**config.mk**
```make
export PLATFORM = sky130hd
export DESIGN_NAME = qsfp_port_top
export DESIGN_NICKNAME = d
export VERILOG_FILES = /design/src/qsfp_pkg.sv /design/src/qsfp_reg_decode.sv /design/src/qsfp_lane_regs.sv /design/src/qsfp_lane_stream.sv /design/src/qsfp_port_top.sv
export SDC_FILE = /design/constraint.sdc
export NUM_CORES = 1
export LEC_CHECK = 0
export ABC_AREA = 0
export BUFFER_PORTS_ARGS = -buffer_cell sky130_fd_sc_hd__buf_4
export CAP_MARGIN = 30
export CORE_AREA = 8 8 491 493
export DETAILED_ROUTE_END_ITERATION = 7
export DIE_AREA = 0 0 499 501
export PLACE_DENSITY_LB_ADDON = 0.1
export SLEW_MARGIN = 10
export SYNTH_ARGS = -nofsm -noshare
export SYNTH_HDL_FRONTEND = slang
export SYNTH_SLANG_ARGS = --single-unit
```
**constraint.sdc**
```tcl
create_clock -name bus_clk_i -period 2.4 [get_ports bus_clk_i]
set_clock_uncertainty 0.1 [all_clocks]
set_input_delay 0.72 -clock bus_clk_i [delete_from_list [all_inputs] [get_ports bus_clk_i]]
set_output_delay 0.72 -clock bus_clk_i [all_outputs]
set_load 0.1 [all_outputs]
```
**src/qsfp_pkg.sv**
```systemverilog
// QSFP port shared definitions
package qsfp_pkg;

  // ----------------------------------------
  // Sizes
  // ----------------------------------------
  localparam int NUM_LANES    = 4;
  localparam int LANE_W       = $clog2(NUM_LANES);
  localparam int REG_DW       = 32;
  localparam int REG_AW       = 12;
  localparam int LANE_SEL_LSB = 10;
  localparam int CHDR_W       = 64;
  localparam int MODE_W       = 2;

  // Activity stretch length and its down-counter width
  localparam int ACT_HOLD     = 16;
  localparam int ACT_CNT_W    = $clog2(ACT_HOLD + 1);

  // ----------------------------------------
  // Register map within one lane window
  // ----------------------------------------
  localparam logic [REG_AW-1:0] REG_PORT_INFO = 12'h000;
  localparam logic [REG_AW-1:0] REG_CTRL      = 12'h004;
  localparam logic [REG_AW-1:0] REG_RX_PKTS   = 12'h008;
  localparam logic [REG_AW-1:0] REG_TX_PKTS   = 12'h00C;

  // Returned for offsets that map to nothing
  localparam logic [REG_DW-1:0] REG_BAD_DATA  = 32'hBAD0_0000;

  // Port number reported in port info bits 7:0
  localparam logic [7:0] PORT_NUM = 8'd0;

  // Lane modes, codes 2 and 3 behave as disabled
  localparam logic [MODE_W-1:0] MODE_DISABLED = 2'd0;
  localparam logic [MODE_W-1:0] MODE_PASSTHRU = 2'd1;

  // ----------------------------------------
  // Bundled types
  // ----------------------------------------

  // One-cycle register request
  typedef struct packed {
    logic              wr_req;
    logic              rd_req;
    logic [REG_AW-1:0] addr;
    logic [REG_DW-1:0] wdata;
  } reg_req_t;

  // Read response, rdata only meaningful with resp high
  typedef struct packed {
    logic              resp;
    logic [REG_DW-1:0] rdata;
  } reg_resp_t;

  // Stream beat without its handshake
  typedef struct packed {
    logic [CHDR_W-1:0] data;
    logic              last;
  } axis_beat_t;

endpackage

```
**src/qsfp_reg_decode.sv**
```systemverilog
// Register port lane decoder
`timescale 1ns/1ps

module qsfp_reg_decode
  import qsfp_pkg::*;
(
  input  logic                        bus_clk_i,
  input  logic                        rst_n_i,
  input  reg_req_t                    host_req_i,
  output reg_resp_t                   host_resp_o,
  output reg_req_t  [NUM_LANES-1:0]   lane_req_o,
  input  reg_resp_t [NUM_LANES-1:0]   lane_resp_i
);

  // ----------------------------------------
  // Request stage
  // ----------------------------------------
  logic              req_wr_q;
  logic              req_rd_q;
  logic [REG_AW-1:0] req_addr_q;
  logic [REG_DW-1:0] req_wdata_q;
  logic [LANE_W-1:0] lane_sel;

  always_ff @(posedge bus_clk_i) begin
    if (!rst_n_i) begin
      req_wr_q <= 1'b0;
      req_rd_q <= 1'b0;
    end else begin
      req_wr_q <= host_req_i.wr_req;
      req_rd_q <= host_req_i.rd_req;
    end
  end

  always_ff @(posedge bus_clk_i) begin
    req_addr_q  <= host_req_i.addr;
    req_wdata_q <= host_req_i.wdata;
  end

  assign lane_sel = req_addr_q[REG_AW-1:LANE_SEL_LSB];

  // Steer strobes to one lane, lane bits dropped from the address
  always_comb begin
    for (int i = 0; i < NUM_LANES; i++) begin
      lane_req_o[i].wr_req = req_wr_q && (lane_sel == LANE_W'(i));
      lane_req_o[i].rd_req = req_rd_q && (lane_sel == LANE_W'(i));
      lane_req_o[i].addr   = req_addr_q;
      lane_req_o[i].addr[REG_AW-1:LANE_SEL_LSB] = '0;
      lane_req_o[i].wdata  = req_wdata_q;
    end
  end

  // ----------------------------------------
  // Response merge
  // ----------------------------------------
  logic              resp_any;
  logic [REG_DW-1:0] rdata_any;
  logic              resp_q;
  logic [REG_DW-1:0] rdata_q;

  // Data masked by its own pulse so idle lanes add nothing
  always_comb begin
    resp_any  = 1'b0;
    rdata_any = '0;
    for (int i = 0; i < NUM_LANES; i++) begin
      resp_any  = resp_any | lane_resp_i[i].resp;
      rdata_any = rdata_any | (lane_resp_i[i].rdata & {REG_DW{lane_resp_i[i].resp}});
    end
  end

  always_ff @(posedge bus_clk_i) begin
    if (!rst_n_i) begin
      resp_q <= 1'b0;
    end else begin
      resp_q <= resp_any;
    end
  end

  always_ff @(posedge bus_clk_i) begin
    rdata_q <= rdata_any;
  end

  assign host_resp_o.resp  = resp_q;
  assign host_resp_o.rdata = rdata_q;

endmodule

```
**src/qsfp_lane_regs.sv**
```systemverilog
// Lane control and status registers
`timescale 1ns/1ps

module qsfp_lane_regs
  import qsfp_pkg::*;
#(
  parameter int LANE_IDX = 0
) (
  input  logic              bus_clk_i,
  input  logic              rst_n_i,
  input  reg_req_t          req_i,
  output reg_resp_t         resp_o,
  output logic [MODE_W-1:0] mode_o,
  input  logic              link_up_i,
  input  logic              activity_i,
  input  logic              rx_pkt_i,
  input  logic              tx_pkt_i,
  output logic [REG_DW-1:0] port_info_o
);

  logic [MODE_W-1:0]             mode_q;
  logic [1:0][REG_DW-1:0]        pkt_cnt_q;
  logic [1:0]                    cnt_clr;
  logic [1:0]                    cnt_inc;
  logic [REG_DW-1:0]             rd_data;
  logic                          resp_q;
  logic [REG_DW-1:0]             rdata_q;

  // ----------------------------------------
  // Control register
  // ----------------------------------------
  always_ff @(posedge bus_clk_i) begin
    if (!rst_n_i) begin
      mode_q <= MODE_DISABLED;
    end else if (req_i.wr_req && (req_i.addr == REG_CTRL)) begin
      mode_q <= req_i.wdata[MODE_W-1:0];
    end
  end

  assign mode_o = mode_q;

  // ----------------------------------------
  // Packet counters, index 0 rx and 1 tx
  // ----------------------------------------
  assign cnt_clr[0] = req_i.wr_req && (req_i.addr == REG_RX_PKTS);
  assign cnt_clr[1] = req_i.wr_req && (req_i.addr == REG_TX_PKTS);
  assign cnt_inc    = {tx_pkt_i, rx_pkt_i};

  // A clear wins over a packet in the same cycle
  always_ff @(posedge bus_clk_i) begin
    for (int i = 0; i < 2; i++) begin
      if (!rst_n_i || cnt_clr[i]) begin
        pkt_cnt_q[i] <= '0;
      end else if (cnt_inc[i]) begin
        pkt_cnt_q[i] <= pkt_cnt_q[i] + 1'b1;
      end
    end
  end

  // Port info word
  assign port_info_o = {14'b0, activity_i, link_up_i, 2'b0, mode_q,
                        2'b0, LANE_W'(LANE_IDX), PORT_NUM};

  // ----------------------------------------
  // Read path
  // ----------------------------------------
  always_comb begin
    case (req_i.addr)
      REG_PORT_INFO: rd_data = port_info_o;
      REG_CTRL:      rd_data = {{(REG_DW-MODE_W){1'b0}}, mode_q};
      REG_RX_PKTS:   rd_data = pkt_cnt_q[0];
      REG_TX_PKTS:   rd_data = pkt_cnt_q[1];
      default:       rd_data = REG_BAD_DATA;
    endcase
  end

  always_ff @(posedge bus_clk_i) begin
    if (!rst_n_i) begin
      resp_q <= 1'b0;
    end else begin
      resp_q <= req_i.rd_req;
    end
  end

  always_ff @(posedge bus_clk_i) begin
    if (req_i.rd_req) begin
      rdata_q <= rd_data;
    end
  end

  assign resp_o.resp  = resp_q;
  assign resp_o.rdata = rdata_q;

endmodule

```
**src/qsfp_lane_stream.sv**
```systemverilog
// Lane stream routing and status
`timescale 1ns/1ps

module qsfp_lane_stream
  import qsfp_pkg::*;
(
  input  logic              bus_clk_i,
  input  logic              rst_n_i,
  input  logic [MODE_W-1:0] mode_i,
  input  logic              link_ok_i,
  input  axis_beat_t        rx_beat_i,
  input  logic              rx_valid_i,
  output logic              rx_ready_o,
  output axis_beat_t        e2v_beat_o,
  output logic              e2v_valid_o,
  input  logic              e2v_ready_i,
  input  axis_beat_t        v2e_beat_i,
  input  logic              v2e_valid_i,
  output logic              v2e_ready_o,
  output axis_beat_t        tx_beat_o,
  output logic              tx_valid_o,
  input  logic              tx_ready_i,
  output logic              link_up_o,
  output logic              activity_o,
  output logic              rx_pkt_o,
  output logic              tx_pkt_o
);

  logic                 pass;
  logic                 rx_xfer;
  logic                 tx_xfer;
  logic [ACT_CNT_W-1:0] act_cnt_q;

  // Codes other than passthrough all sink
  assign pass = (mode_i == MODE_PASSTHRU);

  // ----------------------------------------
  // Routing
  // ----------------------------------------
  // Serial link towards router
  assign e2v_beat_o  = pass ? rx_beat_i : '0;
  assign e2v_valid_o = pass && rx_valid_i;
  assign rx_ready_o  = pass ? e2v_ready_i : 1'b1;

  // Router towards serial link
  assign tx_beat_o   = pass ? v2e_beat_i : '0;
  assign tx_valid_o  = pass && v2e_valid_i;
  assign v2e_ready_o = pass ? tx_ready_i : 1'b1;

  // Only forwarded beats count, sunk ones are dropped silently
  assign rx_xfer  = e2v_valid_o && e2v_ready_i;
  assign tx_xfer  = tx_valid_o && tx_ready_i;
  assign rx_pkt_o = rx_xfer && rx_beat_i.last;
  assign tx_pkt_o = tx_xfer && v2e_beat_i.last;

  // ----------------------------------------
  // Status
  // ----------------------------------------
  assign link_up_o = pass && link_ok_i;

  // Reload on any transfer, then count down to idle
  always_ff @(posedge bus_clk_i) begin
    if (!rst_n_i) begin
      act_cnt_q <= '0;
    end else if (rx_xfer || tx_xfer) begin
      act_cnt_q <= ACT_CNT_W'(ACT_HOLD);
    end else if (act_cnt_q != '0) begin
      act_cnt_q <= act_cnt_q - 1'b1;
    end
  end

  assign activity_o = (act_cnt_q != '0);

endmodule

```
**src/qsfp_port_top.sv**
```systemverilog
// QSFP four-lane port top level
`timescale 1ns/1ps

module qsfp_port_top
  import qsfp_pkg::*;
(
  input  logic                                bus_clk_i,
  input  logic                                rst_n_i,
  input  reg_req_t                            host_req_i,
  output reg_resp_t                           host_resp_o,
  input  logic       [NUM_LANES-1:0]          link_ok_i,
  // Serial link to lane
  input  axis_beat_t [NUM_LANES-1:0]          rx_beat_i,
  input  logic       [NUM_LANES-1:0]          rx_valid_i,
  output logic       [NUM_LANES-1:0]          rx_ready_o,
  // Lane to router
  output axis_beat_t [NUM_LANES-1:0]          e2v_beat_o,
  output logic       [NUM_LANES-1:0]          e2v_valid_o,
  input  logic       [NUM_LANES-1:0]          e2v_ready_i,
  // Router to lane
  input  axis_beat_t [NUM_LANES-1:0]          v2e_beat_i,
  input  logic       [NUM_LANES-1:0]          v2e_valid_i,
  output logic       [NUM_LANES-1:0]          v2e_ready_o,
  // Lane to serial link
  output axis_beat_t [NUM_LANES-1:0]          tx_beat_o,
  output logic       [NUM_LANES-1:0]          tx_valid_o,
  input  logic       [NUM_LANES-1:0]          tx_ready_i,
  // Status
  output logic       [NUM_LANES-1:0][REG_DW-1:0] port_info_o,
  output logic       [NUM_LANES-1:0]          link_up_o,
  output logic       [NUM_LANES-1:0]          activity_o
);

  reg_req_t  [NUM_LANES-1:0]             lane_req;
  reg_resp_t [NUM_LANES-1:0]             lane_resp;
  logic      [NUM_LANES-1:0][MODE_W-1:0] lane_mode;
  logic      [NUM_LANES-1:0]             rx_pkt;
  logic      [NUM_LANES-1:0]             tx_pkt;

  qsfp_reg_decode u_reg_decode (
    .bus_clk_i   (bus_clk_i),
    .rst_n_i     (rst_n_i),
    .host_req_i  (host_req_i),
    .host_resp_o (host_resp_o),
    .lane_req_o  (lane_req),
    .lane_resp_i (lane_resp)
  );

  // ----------------------------------------
  // One register window and data path per lane
  // ----------------------------------------
  for (genvar lane = 0; lane < NUM_LANES; lane++) begin : g_lane

    qsfp_lane_regs #(
      .LANE_IDX (lane)
    ) u_lane_regs (
      .bus_clk_i   (bus_clk_i),
      .rst_n_i     (rst_n_i),
      .req_i       (lane_req[lane]),
      .resp_o      (lane_resp[lane]),
      .mode_o      (lane_mode[lane]),
      .link_up_i   (link_up_o[lane]),
      .activity_i  (activity_o[lane]),
      .rx_pkt_i    (rx_pkt[lane]),
      .tx_pkt_i    (tx_pkt[lane]),
      .port_info_o (port_info_o[lane])
    );

    qsfp_lane_stream u_lane_stream (
      .bus_clk_i   (bus_clk_i),
      .rst_n_i     (rst_n_i),
      .mode_i      (lane_mode[lane]),
      .link_ok_i   (link_ok_i[lane]),
      .rx_beat_i   (rx_beat_i[lane]),
      .rx_valid_i  (rx_valid_i[lane]),
      .rx_ready_o  (rx_ready_o[lane]),
      .e2v_beat_o  (e2v_beat_o[lane]),
      .e2v_valid_o (e2v_valid_o[lane]),
      .e2v_ready_i (e2v_ready_i[lane]),
      .v2e_beat_i  (v2e_beat_i[lane]),
      .v2e_valid_i (v2e_valid_i[lane]),
      .v2e_ready_o (v2e_ready_o[lane]),
      .tx_beat_o   (tx_beat_o[lane]),
      .tx_valid_o  (tx_valid_o[lane]),
      .tx_ready_i  (tx_ready_i[lane]),
      .link_up_o   (link_up_o[lane]),
      .activity_o  (activity_o[lane]),
      .rx_pkt_o    (rx_pkt[lane]),
      .tx_pkt_o    (tx_pkt[lane])
    );

  end : g_lane

endmodule

```
==> results.md, run 1 <==
- Post-synth ARST share: 0%
- Gate power share: between 20 and 25%
- Post-synthesis sequential area ratio: 42.4%
- Avg WL per Cell: 21.3 um
- Area grow syn2layout: 87.1%
- Critical Path End Type: primary output
- Max Buffers Root-to-Sink: 3
- Grt ovf: 0
- Crit path kind: reg -> out
- Via count: 24600
- GP Congestion: 0.899
- Crit path required time: 1580 ps
- Critical path launch point type: register
- Mapped cell area: 25000 sq um
- Die area: 250000 sq um
- Top-level port count: between 1000 and 1500
- Final number of setup-violating endpoints: 559
- Cell internal pwr: 15.8 mW
- Hold Vio Cnt, Final: 0
- Crit path time final: 2810 ps
- Clk sink count: 465
- Maximum vdd drop: 0.845 mV
- Util after Layout: 20.0%
- All-layer global routing usage: 11.4%
- Syn Inst Count: 2824
- Leak pwr: 18.6 nW
- Die Wd: 499 um
- Failing checks: setup timing
- Power per cell area: 493 nW/um^2
- Top-area cell type share of the netlist area: 27.0%
- Vias in the first global route: 25800
- Skew-Pair Late Insertion Delay: 670 ps
- CP max FO: 18
- Row count: ~180
- Period utilisation layout: 117%
- Clk pwr share: 40.7%
- Post-DP HPWL: ~130000 um
- CTS clock-pin slew for the worst setup and hold paths: approximately 50 ps
- WL final: 154000 um
- Post-route ant nets: 0
- Vias per cell: 3.40
- Total of max-cap violations: 0
- IO Port Bufs: 1150
- Yosys cell types: 55
- CTS H-Tree Depth: 2
- Status: complete, but fails checks
- Unrepaired setup endpoints after global routing: true
- Yosys warns: 0
- Count leader, synth: and2_1
- Hold WC Path Type: in -> reg
- Synth Register Bits: 465
- TritonCTS clock tree: done
- Initial Util: around a tenth
- Number of buffers created by CTS: 61
- Post-route DRC: 0
- Max Fclk: 0.356 GHz
- Average size of a mapped cell: 8.84 sq um
- Max Slew Vio Count: 0
- Main area contributors after synthesis: dfxtp_1, edfxtp_1, and2_1
- Root buf cell: clkbuf_16
- Switching power total: 7.24 mW
- Worst EP arrival: 1990 ps
- Iter 0 DRT Violations: 1100
- Hold Slack: 76.8 ps
- Synth Flop Type: dfxtp_1
- Pin count of the biggest net entering global routing: 37
- Least-Margin Pin Slew: 789 ps
- Final nets: 4697
- Synth cell count leaders: and2_1, dfxtp_1, nor2_1
- Largest area contributor in the netlist: dfxtp_1
- Global-route wire length before repair: 208000 um
- Total core area: roughly 230000 sq um
- Layout cells sized above 1: 51.2%
- Die Height: 501 um
- Initial antenna violation count: 22
- EDFF count, synth: approximately 130
- Final setup margin: -406 ps
- Switching part of the total power: between 30% and 40%
- Relative slew slack: between 40% and 50%
- DRT Pass-1 Iters: 5
- Flop pwr share: 36.5%
- Design Power: around 23 mW
==> worst paths after layout <==
path	cells after the start	endpoint	slack (ps)	start
hold reg to reg	2	u_reg_decode.rdata_q[26]	380	g_lane[0].u_lane_regs.rdata_q[26]
setup / recovery	5	e2v_beat_o[54]	-410	g_lane[0].u_lane_regs.mode_o[0]
setup reg to reg	19	g_lane[2].u_lane_stream.act_cnt_q[0]	-290	g_lane[2].u_lane_stream.act_cnt_q[0]
hold / removal	1	u_reg_decode.req_wdata_q[1]	80	host_req_i[1]
==> stage by stage <==
| stage | setup slack (ps) | cell area, sq um | std cells | TNS [ps] |
|---|---|---|---|---|
| 4_1_cts | -516 | 43700 | 7190 | -250510 |
| 3_3_place_gp | -241 | 39400 | 7036 | -1250 |
| 2_1_floorplan | -133 | 26600 | 2934 | -143 |
| 6_report | -406 | 46700 | 7216 | -180590 |
| 5_1_grt | -508 | 46700 | 7212 | -242170 |
| 3_5_place_dp | -201 | 39400 | 7036 | -1050 |
==> placed cells by master, fill, tap and decap left out, types with 25 or more instances in the layout <==
cell / n
and4_1: 28
nand4_1: 96
nand3_1: 100
mux2_2: 25
conb_1: 112
and2_4: 341
nor3_1: 61
and2_1: 26
clkbuf_16: 67
o21ai_0: 35
buf_8: 93
a22oi_1: 88
buf_4: 931
and2_2: 179
a21oi_1: 31
xor2_1: 123
buf_12: 339
nand2_1: 145
nor4_1: 38
inv_1: 41
a221o_1: 31
nor2_1: 307
a22o_1: 55
dfxtp_1: 321
edfxtp_1: 128
xnor2_1: 114
==> per-layer routing <==
metal | part of all wire [%] | GRT usage [%] | vias to the layer above
met3 | 5.0 | 2.32 | 149
li1 | - | - | 11900
met4 | 2.4 | 2.46 | 12
met1 | 41 | 13.6 | 11700
met5 | 0.055 | 0 | -
met2 | 51 | 20.9 | 778
==> critical path: stages, from the launching register on <==
cell	delay [ps]
dfxtp_4	340
nor2b_4	150
buf_12	180
buf_16	180
and2_4	210
buf_12	180
==> power groups by stage <==
stage                     sequential, mW  combinational (mW)  clock [mW]
after CTS                           8.40                5.05        9.84
after floorplan                     8.66                2.71           0
after detailed placement            8.56                4.17           0
after global routing                8.43                5.52        10.1
final                               8.41                5.25        9.37
after global placement              8.56                4.18           0
==> logic make-up (layout without fill, tap and decap cells) <==
group,after synthesis,count (layout),synth area share (%)
flops,465,465,42.4
buf+inv,366,1582,7.83
other cells,2,118,0.0301
fa+ha+maj,12,12,0.602
simple gates,1441,1441,31.4
mux,37,37,1.61
xor+xnor,237,237,8.32
compound gates,264,264,7.82
==> repair_timing <==
item                                   CTS  global route
cloned                                   0             4
endpoints found under the hold margin   12             0
hold buffers                            12             0
resized for setup                      540           675
setup endpoints to repair              559           562
setup buffers                           26            16
pin swaps                               18            32
==> registers in the layout, summed over array words and instances (netlist names) <==
register                        count
g_lane.u_lane_regs.pkt_cnt_q      256
u_reg_decode.req_wdata_q            2
u_reg_decode.req_addr_q            12
u_reg_decode.req_rd_q               1
u_reg_decode.rdata_q               32
g_lane.u_lane_regs.mode_o           8
g_lane.u_lane_regs.rdata_q        128
u_reg_decode.resp_q                 1
u_reg_decode.req_wr_q               1
g_lane.u_lane_stream.act_cnt_q     20
g_lane.u_lane_regs.resp_q           4
==> layout make-up <==
| type | count | area, sq um |
|---|---|---|
| Clock inverter | 39 | 344 |
| Timing Repair Buffer | 1409 | 15800 |
| Antenna cell | 6 | 15.0 |
| Inverter | 57 | 231 |
| Fill cell | 25700 | 187000 |
| Clock buffer | 77 | 1660 |
| Sequential cell | 465 | 10600 |
| Multi-Input combinational cell | 2103 | 14200 |
| Tap cell | 3060 | 3830 |
(Power assumes the default switching activity.)
==> run 2: changes to the inputs <==
CORE_AREA = 8 8 503 505   (was 8 8 491 493)
DIE_AREA = 0 0 511 513   (was 0 0 499 501)
SETUP_SLACK_MARGIN = 0.4   (was not set)
clock period = 3.1 ns   (was 2.4 ns; I/O delays follow)
==> results.md, run 2 (same netlist as run 1, synthesis figures left out) <==
- Vias per cell: 3.34 (was 3.40)
- Final number of setup-violating endpoints: 0 (was 559)
- DRT Pass-1 Iters: 5 (unchanged)
- Most flop-heavy register: g_lane.u_lane_regs.pkt_cnt_q (unchanged)
- Unrepaired setup endpoints after global routing: true (unchanged)
- Least-Margin Pin Slew: 971 ps (was 789 ps)
- Vias in the first global route: 26300 (was 25800)
- Via count: 24400 (was 24600)
- Critical path launch point type: register (unchanged)
- Final nets: 4637 (was 4697)
- Post-DP HPWL: 120000 um (was 126000 um)
- Crit path required time: 2070 ps (was 1580 ps)
- Number of flip-flops in the largest register: 256 (unchanged)
- Grt ovf: 0 (unchanged)
- Post-route DRC: 0 (unchanged)
- Leading cell types in the layout, fill and taps excluded: buf_4, buf_12, and2_4 (was buf_4, and2_4, buf_12)
- Root buf cell: clkbuf_16 (unchanged)
- Global-route wire length before repair: 209000 um (was 208000 um)
- Maximum vdd drop: 0.544 mV (was 0.845 mV)
- Clk sink count: 465 (unchanged)
- Row count: 182 (was 178)
- Post-route ant nets: 0 (unchanged)
- Max Slew Vio Count: 0 (unchanged)
- Crit path time final: 3080 ps
- CP max FO: 7 (was 18)
- Util after Layout: 19.6% (was 20.0%)
- Iter 0 DRT Violations: 1003 (was 1100)
- Met3 Usage GRT: 2.17% (was 2.32%)
- Period utilisation layout: 99.5%
- Status: finished clean (was complete, but fails checks)
- Cts-stage hold buffer count: 0 (was 12)
- WHS Path Cells: 1 (unchanged)
- Worst EP arrival: 2050 ps (was 1990 ps)
- Hold Vio Cnt, Final: 0 (unchanged)
- Max Fclk: 0.324 GHz
- Area grow syn2layout: 92.1% (was 87.1%)
- Pin count of the biggest net entering global routing: 42 (was 37)
- Initial Util: 10.2% (was 10.7%)
- Number of buffers created by CTS: 61 (unchanged)
- TritonCTS clock tree: done (unchanged)
- Placed cell area: 38400 sq um (was 39400 sq um)
- R2R depth: 9 (was 19)
- Hold WC Path Type: in -> reg (unchanged)
- Critical Path End Type: primary output (unchanged)
- Total core area: 245000 sq um (was 234000 sq um)
- Die Wd: 511 um (was 499 um)
- All-layer global routing usage: 10.8% (was 11.4%)
- Crit path kind: reg -> out (unchanged)
- Layout cells sized above 1: 49.8% (was 51.2%)
- CTS clock-pin slew for the worst setup and hold paths: 60 ps (was 50 ps)
- Total of max-cap violations: 0 (unchanged)
- Top-level port count: 1293 (unchanged)
- Die area: 262000 sq um (was 250000 sq um)
- Avg WL per Cell: 20.9 um (was 21.3 um)
- GP Congestion: 0.823 (was 0.899)
- Hold Slack: 245 ps (was 76.8 ps)
- CTS H-Tree Depth: 2 (unchanged)
- WL final: 153000 um (was 154000 um)
- Top Usage Layer GRT: met2 (unchanged)
- Design area: 47900 sq um (was 46700 sq um)
- Commonest non-fill, non-tap cell in the layout: buf_4 (unchanged)
- GR Util met1: 12.1% (was 13.6%)
- Met2 usage in global routing: 20.6% (was 20.9%)
- Relative slew slack: 35.3% (was 47.4%)
- IO Port Bufs: 1150 (unchanged)
- Skew-Pair Late Insertion Delay: 690 ps (was 670 ps)
- Initial antenna violation count: 13 (was 22)
- Setup TNS: 0 ps (was -180590 ps)
- Max Buffers Root-to-Sink: 3 (unchanged)
- Die Height: 513 um (was 501 um)
- Leak pwr: 18.7 nW (was 18.6 nW)
- Power per cell area: 371 nW/um^2 (was 493 nW/um^2)
- Top flop regs: g_lane.u_lane_regs.pkt_cnt_q: 256 flops, g_lane.u_lane_regs.rdata_q: 128 flops, u_reg_decode.rdata_q: 32 flops (unchanged)
run 2: cell count changes in the layout (fill, tap and decap cells not counted), sizes merged:
cell         change
buf             -61
bufinv           -4
clkbuf          +38
clkinv          -20
dlygate4sd3     -12
inv              -1
run 2: cell type report:
cell class	instances	area, sq um
fillers	26900	197000
well taps	3220	4030
inverters	57	229
diodes	6	15.0
multi-input cells	2103	14200
flip-flops and latches	465	10600
clock buffers	102	1990
clock inverters	14	154
repair buffers	1349	16700
run 2: power breakdown:
group	switching, mW	internal, mW
clock network	3.10	4.45
logic	2.36	1.34
registers	0.122	6.39
run 2: stage by stage:
step	setup WS, ps	total power, mW	instances
final	16.7	17.8	7316
after global routing	-80.0	18.6	7311
after CTS	-109	17.9	7266
after detailed placement	120	9.76	7113
after global placement	117	9.77	7113
after floorplan	58.6	8.80	2934
run 2: path summary, 6_finish.rpt:
kind | from | endpoint | slack [ps]
worst max-delay path | g_lane[2].u_lane_regs.mode_o[0] | e2v_beat_o[189] | 20
worst min-delay path | host_req_i[42] | u_reg_decode.req_addr_q[10] | 240
worst max register to register | g_lane[2].u_lane_regs.mode_o[1] | g_lane[2].u_lane_regs.pkt_cnt_q[30] | 550
worst min register to register | g_lane[2].u_lane_regs.pkt_cnt_q[30] | g_lane[2].u_lane_regs.pkt_cnt_q[30] | 390
run 2: critical path, cell delays in order (launching register included):
cell	delay, ps
dfxtp_4	360
nor2b_4	150
buf_12	160
buf_16	170
buf_16	130
and2_4	180
buf_12	180
run 2: metal layers:
metal | up-vias | wire length [um]
li1 | 11800 | -
met5 | - | 27
met1 | 11600 | 59800
met3 | 146 | 7460
met4 | 4 | 4730
met2 | 825 | 80800
run 2: what timing repair did:
item / 4_1_cts / 5_1_grt
pin swaps: 66 / 118
setup buffers: 25 / 23
hold endpoints to repair: 0 / 0
gates cloned: 12 / 21
setup endpoints to repair: 557 / 554
resized for setup: 1074 / 490
